--- src/logic/dpm_map_pkg.sv ---
/*
 * Datapath memory address map: RAM and I/O windows and per-thread offsets
 */
package dpm_map_pkg;

    // Raw and local address widths
    localparam int unsigned ADDR_WIDTH     = 10;
    localparam int unsigned MEM_ADDR_WIDTH = 8;

    // RAM window, power-of-two aligned so the low bits index the RAM
    localparam int unsigned MEM_BASE_ADDR  = 256;
    localparam int unsigned MEM_BOUND_ADDR = 511;

    // I/O window sits right above the RAM window
    localparam int unsigned IO_BASE_ADDR       = 512;
    localparam int unsigned IO_PORT_COUNT      = 4;
    localparam int unsigned IO_PORT_ADDR_WIDTH = 2;
    localparam int unsigned IO_BOUND_ADDR      = IO_BASE_ADDR + IO_PORT_COUNT - 1;

    // ------------------------------------------------------------------
    // Threads

    localparam int unsigned THREAD_COUNT    = 2;
    localparam int unsigned THREAD_ID_WIDTH = $clog2(THREAD_COUNT);

    // Offset added inside the RAM window, wraps within the window
    localparam logic [MEM_ADDR_WIDTH-1:0] THREAD_OFFSET [0:THREAD_COUNT-1] = '{8'd0, 8'd64};

    // ------------------------------------------------------------------
    // Window checks shared by the translator and the range decoders

    function automatic logic in_ram_window(input logic [ADDR_WIDTH-1:0] addr);
        return (addr >= MEM_BASE_ADDR) && (addr <= MEM_BOUND_ADDR);
    endfunction

    function automatic logic in_io_window(input logic [ADDR_WIDTH-1:0] addr);
        return (addr >= IO_BASE_ADDR) && (addr <= IO_BOUND_ADDR);
    endfunction

endpackage

--- src/logic/dpm_data_pkg.sv ---
/*
 * Datapath memory data types: word, opcodes and the structs passed
 * between the translator, memory pair and ALU stages
 */
package dpm_data_pkg;

    localparam int unsigned WORD_WIDTH = 16;

    typedef logic [WORD_WIDTH-1:0] word_t;

    typedef enum logic [2:0] {
        op_add    = 3'd0,
        op_sub    = 3'd1,
        op_and    = 3'd2,
        op_or     = 3'd3,
        op_xor    = 3'd4,
        op_pass_a = 3'd5
    } alu_op_t;

    // Instruction as issued from outside, addresses still raw
    typedef struct packed {
        alu_op_t                                     op;
        logic [dpm_map_pkg::THREAD_ID_WIDTH-1:0]     thread;
        logic [dpm_map_pkg::ADDR_WIDTH-1:0]          src_a;
        logic [dpm_map_pkg::ADDR_WIDTH-1:0]          src_b;
        logic [dpm_map_pkg::ADDR_WIDTH-1:0]          dest;
    } instr_t;

    // After thread offset and I/O flagging
    typedef struct packed {
        alu_op_t                                     op;
        logic [dpm_map_pkg::ADDR_WIDTH-1:0]          addr_a;
        logic [dpm_map_pkg::ADDR_WIDTH-1:0]          addr_b;
        logic [dpm_map_pkg::ADDR_WIDTH-1:0]          dest;
        logic                                        a_is_io;
        logic                                        b_is_io;
        logic                                        dest_is_io;
    } xlat_req_t;

    // Write-back from the ALU into both banks
    typedef struct packed {
        logic                                        wren;
        logic [dpm_map_pkg::ADDR_WIDTH-1:0]          addr;
        logic                                        addr_is_io;
        word_t                                       data;
    } wb_req_t;

    // One word per I/O port
    typedef logic [dpm_map_pkg::IO_PORT_COUNT-1:0][WORD_WIDTH-1:0] io_bus_t;

endpackage

--- src/logic/result_alu.sv ---
/*
 * Result ALU: combines the two read words and registers the write-back
 */
module result_alu (
    input  logic                               clock,
    input  logic                               rst_n,

    input  logic                               stage_valid,
    input  dpm_data_pkg::alu_op_t              stage_op,
    input  logic [dpm_map_pkg::ADDR_WIDTH-1:0] stage_dest,
    input  logic                               stage_dest_is_io,
    input  dpm_data_pkg::word_t                read_data_a,
    input  dpm_data_pkg::word_t                read_data_b,

    output dpm_data_pkg::wb_req_t              wb_req
);

    dpm_data_pkg::word_t result;

    // Add and sub wrap at the word width
    always_comb begin
        case (stage_op)
            dpm_data_pkg::op_add:    result = read_data_a + read_data_b;
            dpm_data_pkg::op_sub:    result = read_data_a - read_data_b;
            dpm_data_pkg::op_and:    result = read_data_a & read_data_b;
            dpm_data_pkg::op_or:     result = read_data_a | read_data_b;
            dpm_data_pkg::op_xor:    result = read_data_a ^ read_data_b;
            dpm_data_pkg::op_pass_a: result = read_data_a;
            default:                 result = '0;
        endcase
    end

    // ----------------------------------------------------------------------
    // Write-back request, drives both banks' write ports

    always_ff @(posedge clock) begin
        if (!rst_n) begin
            wb_req.wren <= 1'b0;
        end else begin
            wb_req.wren <= stage_valid;
        end
        wb_req.addr       <= stage_dest;
        wb_req.addr_is_io <= stage_dest_is_io;
        wb_req.data       <= result;
    end

endmodule

--- config.mk ---
export PLATFORM = sky130hd
export DESIGN_NAME = result_alu
export DESIGN_NICKNAME = d
export VERILOG_FILES = /design/src/logic/dpm_map_pkg.sv /design/src/logic/dpm_data_pkg.sv /design/src/logic/result_alu.sv
export SDC_FILE = /design/constraint.sdc
export NUM_CORES = 1
export LEC_CHECK = 0
export BUFFER_PORTS_ARGS = -buffer_cell sky130_fd_sc_hd__buf_4
export CORE_ASPECT_RATIO = 1.25
export CORE_MARGIN = 3
export CORE_UTILIZATION = 45
export DETAILED_ROUTE_END_ITERATION = 8
export GPL_TIMING_DRIVEN = 0
export PLACE_DENSITY = 0.79
export RECOVER_POWER = 25
export SYNTH_ARGS = -nofsm -noshare
export SYNTH_HDL_FRONTEND = slang
export SYNTH_SLANG_ARGS = --single-unit
--- constraint.sdc ---
create_clock -name clock -period 4.2 [get_ports clock]
set_clock_uncertainty 0.2 [all_clocks]
set_input_delay 0.63 -clock clock [delete_from_list [all_inputs] [get_ports clock]]
set_output_delay 0.63 -clock clock [all_outputs]
set_load 0.02 [all_outputs]
==> results.tsv <==
metric	value	unit
max reg flops	28	
commonest cells after routing, fill and taps aside	buf_4 (60), ha_1 (48), inv_1 (39)	
Final TNS setup	0	ns
commonest non-fill, non-tap cell in the layout	buf_4	
asr flop ratio synth	0	
routed wl met3	358	um
via/cell ratio	5.645	
Yosys reg bits	28	
Vias	2704	
worst setup path startpoint	stage_op[2]	
count of pins over their slew limit	0	
Antenna Nets Post-Route	0	
initial antenna violation count	0	
routed length on met1	2991	um
Buffers on Ports	74	
DRT iter0 DRCs	105	
Synthesis Warnings	0	
vias in the first global route	2645	
status	completed	
clock sinks	28	
total CTS buffers	3	
HP Start	stage_dest[0]	
met2 wire len	3579	um
sequential cell area	560.5	um2
HP Class	primary input to register	
CP delay by family, top	simple AND/OR/NAND/NOR gates	
Cell variety after synth	54	
Synth Instances	335	
die span in y	92.93	um
total core area	0.005818	mm2
Multi-input gate area	0.001969	mm2
fin nets	512	
Synth Cell Area	0.002720	mm2
Non-Filler Cell Area, Final	0.003422	mm2
DPL Wire Length	5839	um
n_diodes	0	
Post-CTS Setup Bufs	0	
Worst EP required	4.14	ns
crit path launch type	primary input	
largest area contributor in the netlist	ha_1	
Root Buffer	clkbuf_8	
H-Tree Depth	1	
Highest Clock Rate	263.9	MHz
Regs by FF count	wb_req: 28 flops	
syn nets	433	
final period demand of the worst path	3.789	ns
drt wl/cell	15.01	um
hold buffers post-CTS	0	
Longest Clk Path Bufs	2	
crit path capture type	register	
Fillers	529	
Max Cap Violations	0	
Crit Path Class	primary input to register	
global route overflow	0	
peak supply drop	0.1631	mV
unrepaired setup endpoints after global routing	false	
clock transition at the registers of the reported paths	0.11	ns
Post-synth top flop	dfxtp_1	
Synth top area share	0.2208	
Cell Area, Placed	0.003358	mm2
Final period util	0.9021	
final setup violating endpoints	0	
Routed WL	7190	um
Max-slew headroom	0.5507	
CP max-delay cell	fa_1	
EDFF count, synth	0	
initial cell density of the core	0.4675	
global-route wire length before repair	11410	um
cell mode on critical path	nand2_1	
Pwr Total	0.9402	mW
syn avg cell area	8.120	um2
crit path DAT	3.73	ns
CP cell instances	buf_4 -> clkbuf_1 -> nor2_1 -> nand2_1 -> nand2_1 -> o21ai_0 -> fa_1 -> nor2b_1 -> o2111ai_1 -> and4bb_2 -> a211o_1 -> o311ai_0	
Seq/Total Area, Yosys	0.2061	
I/O pin count	77	
Placer Congestion	0.8746	
die width	75.54	um
drt first pass iters	4	
std cell rows	31	
Reg with most FFs	wb_req	
Crit Path Max Fanout	10	
Die ar.	0.007020	mm2
CTS resizes	0	
actual slew at the worst max-slew pin	0.6740	ns
CTS tree	done	
layout cells sized above 1	0.2155	
final hold viol count	0	
Synth area leaders	ha_1 (22%), dfxtp_1 (21%), xnor2_1 (6.4%)	
max layer used	met4	
Worst Path Buf+Inv	2	
DRC errors left	0	
total track usage	0.2066	
CP peak stage delay	0.46	ns
pwr/cell area	274.8	mW/mm2
area growth from synthesis to layout	25.80	%
largest net degree at the start of global routing	17	
Leak Pwr	1.692	nW
[per-layer routing]
layer / GRT usage / vias up
met3: 0.02823 / 22
met4: 0.1079 / 0
met5: 0 / -
met1: 0.2395 / 1263
li1: - / 1336
met2: 0.3552 / 83
[area by class of cell]
cell class,instances,area share
Multi-Input combinational cell,257,0.5755
Clock buffer,3,0.01207
Inverter,39,0.04278
Tap cell,66,0.02413
Sequential cell,28,0.1638
Clock inverter,1,0.008775
Buffer,11,0.01280
Timing Repair Buffer,74,0.1601
[Yosys cell counts, types with 2 or more instances]
| cell | number |
|---|---|
| o21ai_0 | 21 |
| a41oi_1 | 3 |
| o221ai_1 | 5 |
| o22ai_1 | 10 |
| a211oi_1 | 2 |
| a21o_1 | 6 |
| mux2i_1 | 12 |
| nor2_1 | 21 |
| a22oi_1 | 4 |
| ha_1 | 48 |
| and3_1 | 2 |
| xor2_1 | 4 |
| inv_1 | 39 |
| clkbuf_1 | 9 |
| nor3_1 | 2 |
| nand2_1 | 23 |
| nand2b_1 | 7 |
| o21bai_1 | 2 |
| o31ai_2 | 2 |
| nand3_1 | 2 |
| dfxtp_1 | 28 |
| buf_2 | 2 |
| a211o_1 | 2 |
| nor2b_1 | 4 |
| xnor2_1 | 20 |
| a21oi_1 | 27 |
[power breakdown]
group	internal [mW]	leakage [nW]	switching, mW
Clock	0.128	0.0357	0.0956
Combinational	0.183	1.42	0.231
Sequential	0.295	0.236	0.00737
[metrics by stage]
stage	hold slack, ns	utilization	setup slack (ns)	std cells
final	0.2603	0.5882	0.4112	479
after detailed placement	0.5357	0.5772	0.1262	475
after floorplan	0.4577	-	0.7591	335
after global placement	0.5347	0.5772	0.1646	475
after CTS	0.2341	0.5895	0.4277	479
after global routing	0.2425	0.5882	0.07332	479
[cells by family (layout without fill, tap and decap cells)]
family / count (synthesis) / count (layout) / synth area share
mux: 12 / 12 / 0.04416
flops: 28 / 28 / 0.2061
xor+xnor: 24 / 24 / 0.07728
compound gates: 97 / 97 / 0.2305
simple gates: 75 / 75 / 0.1440
fa+ha+maj: 49 / 49 / 0.2282
buf+inv: 50 / 128 / 0.06992
[final timing paths]
| kind | end | slack, ns | depth (start not counted) |
|---|---|---|---|
| setup / recovery | wb_req[14]$_DFF_P_ | 0.41 | 12 |
| hold / removal | wb_req[17]$_DFF_P_ | 0.26 | 1 |
(Power assumes the default switching activity.)
