### config.mk
export PLATFORM = sky130hd
export DESIGN_NAME = addr_translator
export DESIGN_NICKNAME = d
export VERILOG_FILES = /design/src/logic/dpm_map_pkg.sv /design/src/logic/dpm_data_pkg.sv /design/src/logic/addr_translator.sv
export SDC_FILE = /design/constraint.sdc
export NUM_CORES = 1
export LEC_CHECK = 0
export BUFFER_PORTS_ARGS = -buffer_cell sky130_fd_sc_hd__buf_2
export CAP_MARGIN = 15
export CORE_ASPECT_RATIO = 0.8
export CORE_MARGIN = 3
export CORE_UTILIZATION = 38
export DETAILED_ROUTE_END_ITERATION = 6
export GPL_TIMING_DRIVEN = 0
export HOLD_SLACK_MARGIN = 0.03
export PLACE_DENSITY_LB_ADDON = 0.25
export SLEW_MARGIN = 20
export SYNTH_ARGS = -nofsm -noshare
export SYNTH_HDL_FRONTEND = slang
export SYNTH_SLANG_ARGS = --single-unit
### constraint.sdc
create_clock -name clock -period 1.1 [get_ports clock]
set_clock_uncertainty 0.1 [all_clocks]
set_input_delay 0.055 -clock clock [delete_from_list [all_inputs] [get_ports clock]]
set_output_delay 0.055 -clock clock [all_outputs]
set_load 0.03 [all_outputs]
### src/logic/dpm_map_pkg.sv
/*
 * Datapath memory address map: RAM and I/O windows and per-thread offsets
 */
package dpm_map_pkg;

    // Raw and local address widths
    localparam int unsigned ADDR_WIDTH     = 10;
    localparam int unsigned MEM_ADDR_WIDTH = 8;

    // RAM window, power-of-two aligned so the low bits index the RAM
    localparam int unsigned MEM_BASE_ADDR  = 256;
    localparam int unsigned MEM_BOUND_ADDR = 511;

    // I/O window sits right above the RAM window
    localparam int unsigned IO_BASE_ADDR       = 512;
    localparam int unsigned IO_PORT_COUNT      = 4;
    localparam int unsigned IO_PORT_ADDR_WIDTH = 2;
    localparam int unsigned IO_BOUND_ADDR      = IO_BASE_ADDR + IO_PORT_COUNT - 1;

    // ------------------------------------------------------------------
    // Threads

    localparam int unsigned THREAD_COUNT    = 2;
    localparam int unsigned THREAD_ID_WIDTH = $clog2(THREAD_COUNT);

    // Offset added inside the RAM window, wraps within the window
    localparam logic [MEM_ADDR_WIDTH-1:0] THREAD_OFFSET [0:THREAD_COUNT-1] = '{8'd0, 8'd64};

    // ------------------------------------------------------------------
    // Window checks shared by the translator and the range decoders

    function automatic logic in_ram_window(input logic [ADDR_WIDTH-1:0] addr);
        return (addr >= MEM_BASE_ADDR) && (addr <= MEM_BOUND_ADDR);
    endfunction

    function automatic logic in_io_window(input logic [ADDR_WIDTH-1:0] addr);
        return (addr >= IO_BASE_ADDR) && (addr <= IO_BOUND_ADDR);
    endfunction

endpackage

### src/logic/dpm_data_pkg.sv
/*
 * Datapath memory data types: word, opcodes and the structs passed
 * between the translator, memory pair and ALU stages
 */
package dpm_data_pkg;

    localparam int unsigned WORD_WIDTH = 16;

    typedef logic [WORD_WIDTH-1:0] word_t;

    typedef enum logic [2:0] {
        op_add    = 3'd0,
        op_sub    = 3'd1,
        op_and    = 3'd2,
        op_or     = 3'd3,
        op_xor    = 3'd4,
        op_pass_a = 3'd5
    } alu_op_t;

    // Instruction as issued from outside, addresses still raw
    typedef struct packed {
        alu_op_t                                     op;
        logic [dpm_map_pkg::THREAD_ID_WIDTH-1:0]     thread;
        logic [dpm_map_pkg::ADDR_WIDTH-1:0]          src_a;
        logic [dpm_map_pkg::ADDR_WIDTH-1:0]          src_b;
        logic [dpm_map_pkg::ADDR_WIDTH-1:0]          dest;
    } instr_t;

    // After thread offset and I/O flagging
    typedef struct packed {
        alu_op_t                                     op;
        logic [dpm_map_pkg::ADDR_WIDTH-1:0]          addr_a;
        logic [dpm_map_pkg::ADDR_WIDTH-1:0]          addr_b;
        logic [dpm_map_pkg::ADDR_WIDTH-1:0]          dest;
        logic                                        a_is_io;
        logic                                        b_is_io;
        logic                                        dest_is_io;
    } xlat_req_t;

    // Write-back from the ALU into both banks
    typedef struct packed {
        logic                                        wren;
        logic [dpm_map_pkg::ADDR_WIDTH-1:0]          addr;
        logic                                        addr_is_io;
        word_t                                       data;
    } wb_req_t;

    // One word per I/O port
    typedef logic [dpm_map_pkg::IO_PORT_COUNT-1:0][WORD_WIDTH-1:0] io_bus_t;

endpackage

### src/logic/addr_translator.sv
/*
 * Address translator: registers one instruction per cycle, adds the thread
 * offset to RAM-window addresses and flags I/O-window addresses
 */
module addr_translator (
    input  logic                    clock,
    input  logic                    rst_n,

    input  logic                    instr_valid,
    input  dpm_data_pkg::instr_t    instr,

    output logic                    xlat_valid,
    output dpm_data_pkg::xlat_req_t xlat_req
);

    localparam int unsigned AW  = dpm_map_pkg::ADDR_WIDTH;
    localparam int unsigned MAW = dpm_map_pkg::MEM_ADDR_WIDTH;
    localparam int unsigned TW  = dpm_map_pkg::THREAD_ID_WIDTH;

    // Only the local index moves, so the sum stays in the RAM window
    function automatic logic [AW-1:0] offset_addr(
        input logic [AW-1:0] addr,
        input logic [TW-1:0] thread
    );
        logic [MAW-1:0] local_idx;
        local_idx = addr[MAW-1:0] + dpm_map_pkg::THREAD_OFFSET[thread];
        if (dpm_map_pkg::in_ram_window(addr)) begin
            return {addr[AW-1:MAW], local_idx};
        end
        return addr;
    endfunction

    dpm_data_pkg::xlat_req_t xlat_next;

    // ----------------------------------------------------------------------

    always_comb begin
        xlat_next.op         = instr.op;
        xlat_next.addr_a     = offset_addr(instr.src_a, instr.thread);
        xlat_next.addr_b     = offset_addr(instr.src_b, instr.thread);
        xlat_next.dest       = offset_addr(instr.dest, instr.thread);
        // I/O addresses pass through, port index is in the low bits
        xlat_next.a_is_io    = dpm_map_pkg::in_io_window(instr.src_a);
        xlat_next.b_is_io    = dpm_map_pkg::in_io_window(instr.src_b);
        xlat_next.dest_is_io = dpm_map_pkg::in_io_window(instr.dest);
    end

    // ----------------------------------------------------------------------

    always_ff @(posedge clock) begin
        if (!rst_n) begin
            xlat_valid <= 1'b0;
        end else begin
            xlat_valid <= instr_valid;
        end
        xlat_req <= xlat_next;
    end

endmodule

==> results summary <==
The first-pass GRT wire length came out at between 4000 and 5000 um. The number of optimization iterations in the first detailed-route pass came out at 3. The TritonCTS clock tree is built. The buffer type at the clock tree root is clkbuf_4.

Together, buffers and inverters on the worst path number 2. Setup repair after global routing left no endpoint under its margin. The total overflow left after global routing is 0. The worst pin sits at a relative slew slack of 0.822. The CTS buffer count is 5. The number of port buffers is 73. The post-synthesis net count is 102. The clock slew at the register clock pins of the worst setup and hold paths came out at roughly 0.10 ns. The region available for standard cell placement spans about 0.0023 mm2. The final-layout setup total negative slack came out at 0 ns. Setup violations remaining at the end of the flow were counted as 0. The signal on the critical path passes through dlygate4sd3_1, buf_2, nor4_1, and4b_1. In the global route stage, met3 resource usage came out at 0.0813. The total wire length after detailed routing came out at about 2900 um. The worst min-delay path class is in -> reg. Row generation in the floorplan step produced 15 rows. The largest fanout of any net on the critical path came out at 4. The startpoint of the lowest-slack hold path is instr[16]. The flow ran to the end, but the final reports show violations. The share of the Yosys chip area taken by registers is 0.760.

The count of antenna-violating nets left after detailed routing came out at 0. The maximum buffer depth of the clock tree came out at 2. The initial antenna violation count is 0.

Entering global routing, the biggest net connects 12 pins. The starting utilization of the core area came out at 0.426. For this design the ratio of total power to cell area is ~1500 mW/mm2. The register bit total from synthesis came out at 37. Of the available clock period, the critical path in the final layout requires 0.999. In this run the most used layer during global routing was met2. The die covers approximately 0.0032 mm2. After the first detailed-routing iteration, the DRC count stood at 16. Among cell families on the critical path, the largest total delay comes from buffers and inverters. Yosys printed 0 warnings. The synthesis-to-layout area growth came out at 84.6%. The critical path starts at instr[18]. The floorplan step set the die height to slightly above 50 um. The type of element capturing the critical path is a register.

Hold timing on the final database bottoms out at a slack of -0.102 ns. For this block, the via count after detailed routing is around 900. The met1 track utilization from global routing came out at 0.200. The ratio of cells with drive above 1 in the final layout came out at 0.497. The transition time of the tightest slew-check pin came out at between 0.2 and 0.3 ns.

The via count of the first global-routing pass is between 900 and 1000. The power after layout is approximately 0.0027 W. The average size of a mapped cell came out at between 15 and 20 um2. In this run the cell area of the synthesized design comes to 975 um2. The final HPWL from detailed placement is 1600 um.

The average via count per standard cell came out at ~4.3. The global-route usage over all layers came out at 0.196. The final reports fail on hold timing. The synthesized netlist cell count came out at between 60 and 70.

The remaining routing DRC violations came out at 0. The slowest stage of the critical path is the dlygate4sd3_1 cell. IR analysis of the VDD net gives a maximum drop of between 0.9 and 1 mV. The floorplan die width is roughly 63 um. The required time at the endpoint of the critical path is 1.28 ns.

The final number of hold-violating endpoints is 1. The tool flagged a number of max-cap violations equal to 0. The distinct cell type count after synthesis is 11. For this run, global-route usage on met2 was measured as 0.350. The worst stage delay on the critical path is approximately 0.54 ns. The clock net in this run drives a total of 37 sinks. The congestion estimate from routability-driven global placement came to about 0.64. The max-slew violation count was 0. The worst setup path is of the in -> reg kind. The number of nets in the layout is 216. The total setup buffers inserted after CTS came out at 0.

STA classifies the critical path startpoint as an input port. The level count of the clock H-tree is 2. The number of antenna diodes came out at 0. The static leakage came out at approximately 0.89 nW.

The routed wirelength normalized by instance count is 13.8 um. The number of top-level design ports came out at 74. The clock period minus final worst setup slack came out at approximately 1.1 ns. Derived from the worst setup path, the maximum achievable clock frequency is around 910 MHz.

At the worst endpoint, the arrival time is around 1.3 ns.
area by class of cell:
cell class,instances,area [um2]
clock inverter,1,5.00
timing repair buffer,107,706
clock buffer,7,65.1
multi-input combinational,25,240
sequential,37,741
tap,34,42.5
fill,149,490
power by group:
part	leakage, nW	internal [W]	switching [W]
registers	0.311	0.00141	0.0000184
clock network	0.0413	0.000370	0.000415
logic	0.539	0.000213	0.000256
layout by cell type (no fill, tap or decap), types with 2 or more instances in the layout:
cell / n
and4b_1: 3
buf_2: 73
clkbuf_4: 5
clkbuf_8: 2
dfxtp_1: 37
dlygate4sd3_1: 34
ha_1: 3
mux2_4: 3
nand3b_1: 3
nor2_1: 3
nor2b_4: 2
nor4_1: 2
xnor2_1: 3
metrics by stage:
step	util	cell area, um2	std cells	worst slack, ns
after floorplan	-	975	62	0.317
after global placement	0.604	1380	169	0.173
after detailed placement	0.604	1380	169	0.163
after CTS	0.774	1770	209	0.0322
after global routing	0.786	1800	211	0.000652
final	0.786	1800	211	0.00148
logic make-up after synthesis:
| kind of cell | after synthesis | synth area share |
|---|---|---|
| multiplexers | 3 | 0.0462 |
| adder cells (fa/ha/maj) | 3 | 0.0385 |
| XOR/XNOR | 3 | 0.0270 |
| AND/OR/NAND/NOR | 16 | 0.128 |
| flip-flops | 37 | 0.760 |
sequential cells by signal, summed over array words and instances (netlist names):
register and count:
xlat_valid 1, xlat_req 36
what timing repair did:
item / in CTS / in global routing
resized for setup: 0 / 1
hold buffers: 32 / 2
hold endpoints to repair: 37 / 5
setup endpoints to repair: 0 / 1
layer usage:
layer,routed length [um],vias to the layer above,part of all wire
met5,0,-,0
met4,64,0,0.022
met3,278,9,0.095
met2,1470,54,0.50
met1,1100,403,0.38
li1,-,438,-
path summary, 6_finish.rpt:
check	to	slack, ns	depth (start not counted)
worst max-delay path	xlat_req[1]$_DFF_P_	0.001	4
worst min-delay path	xlat_req[19]$_DFF_P_	-0.10	2
synth_stat cells (all sizes together):
cell type | instances | area, um2
dfxtp | 37 | 741
nor2 | 3 | 11.3
nand3b | 3 | 22.5
nor4 | 3 | 18.8
and2 | 1 | 6.26
xnor2 | 3 | 26.3
ha | 3 | 37.5
mux2 | 3 | 45.0
and4b | 3 | 30.0
nor2b | 3 | 36.3
No activity file was read; power rests on OpenSTA's default activity.
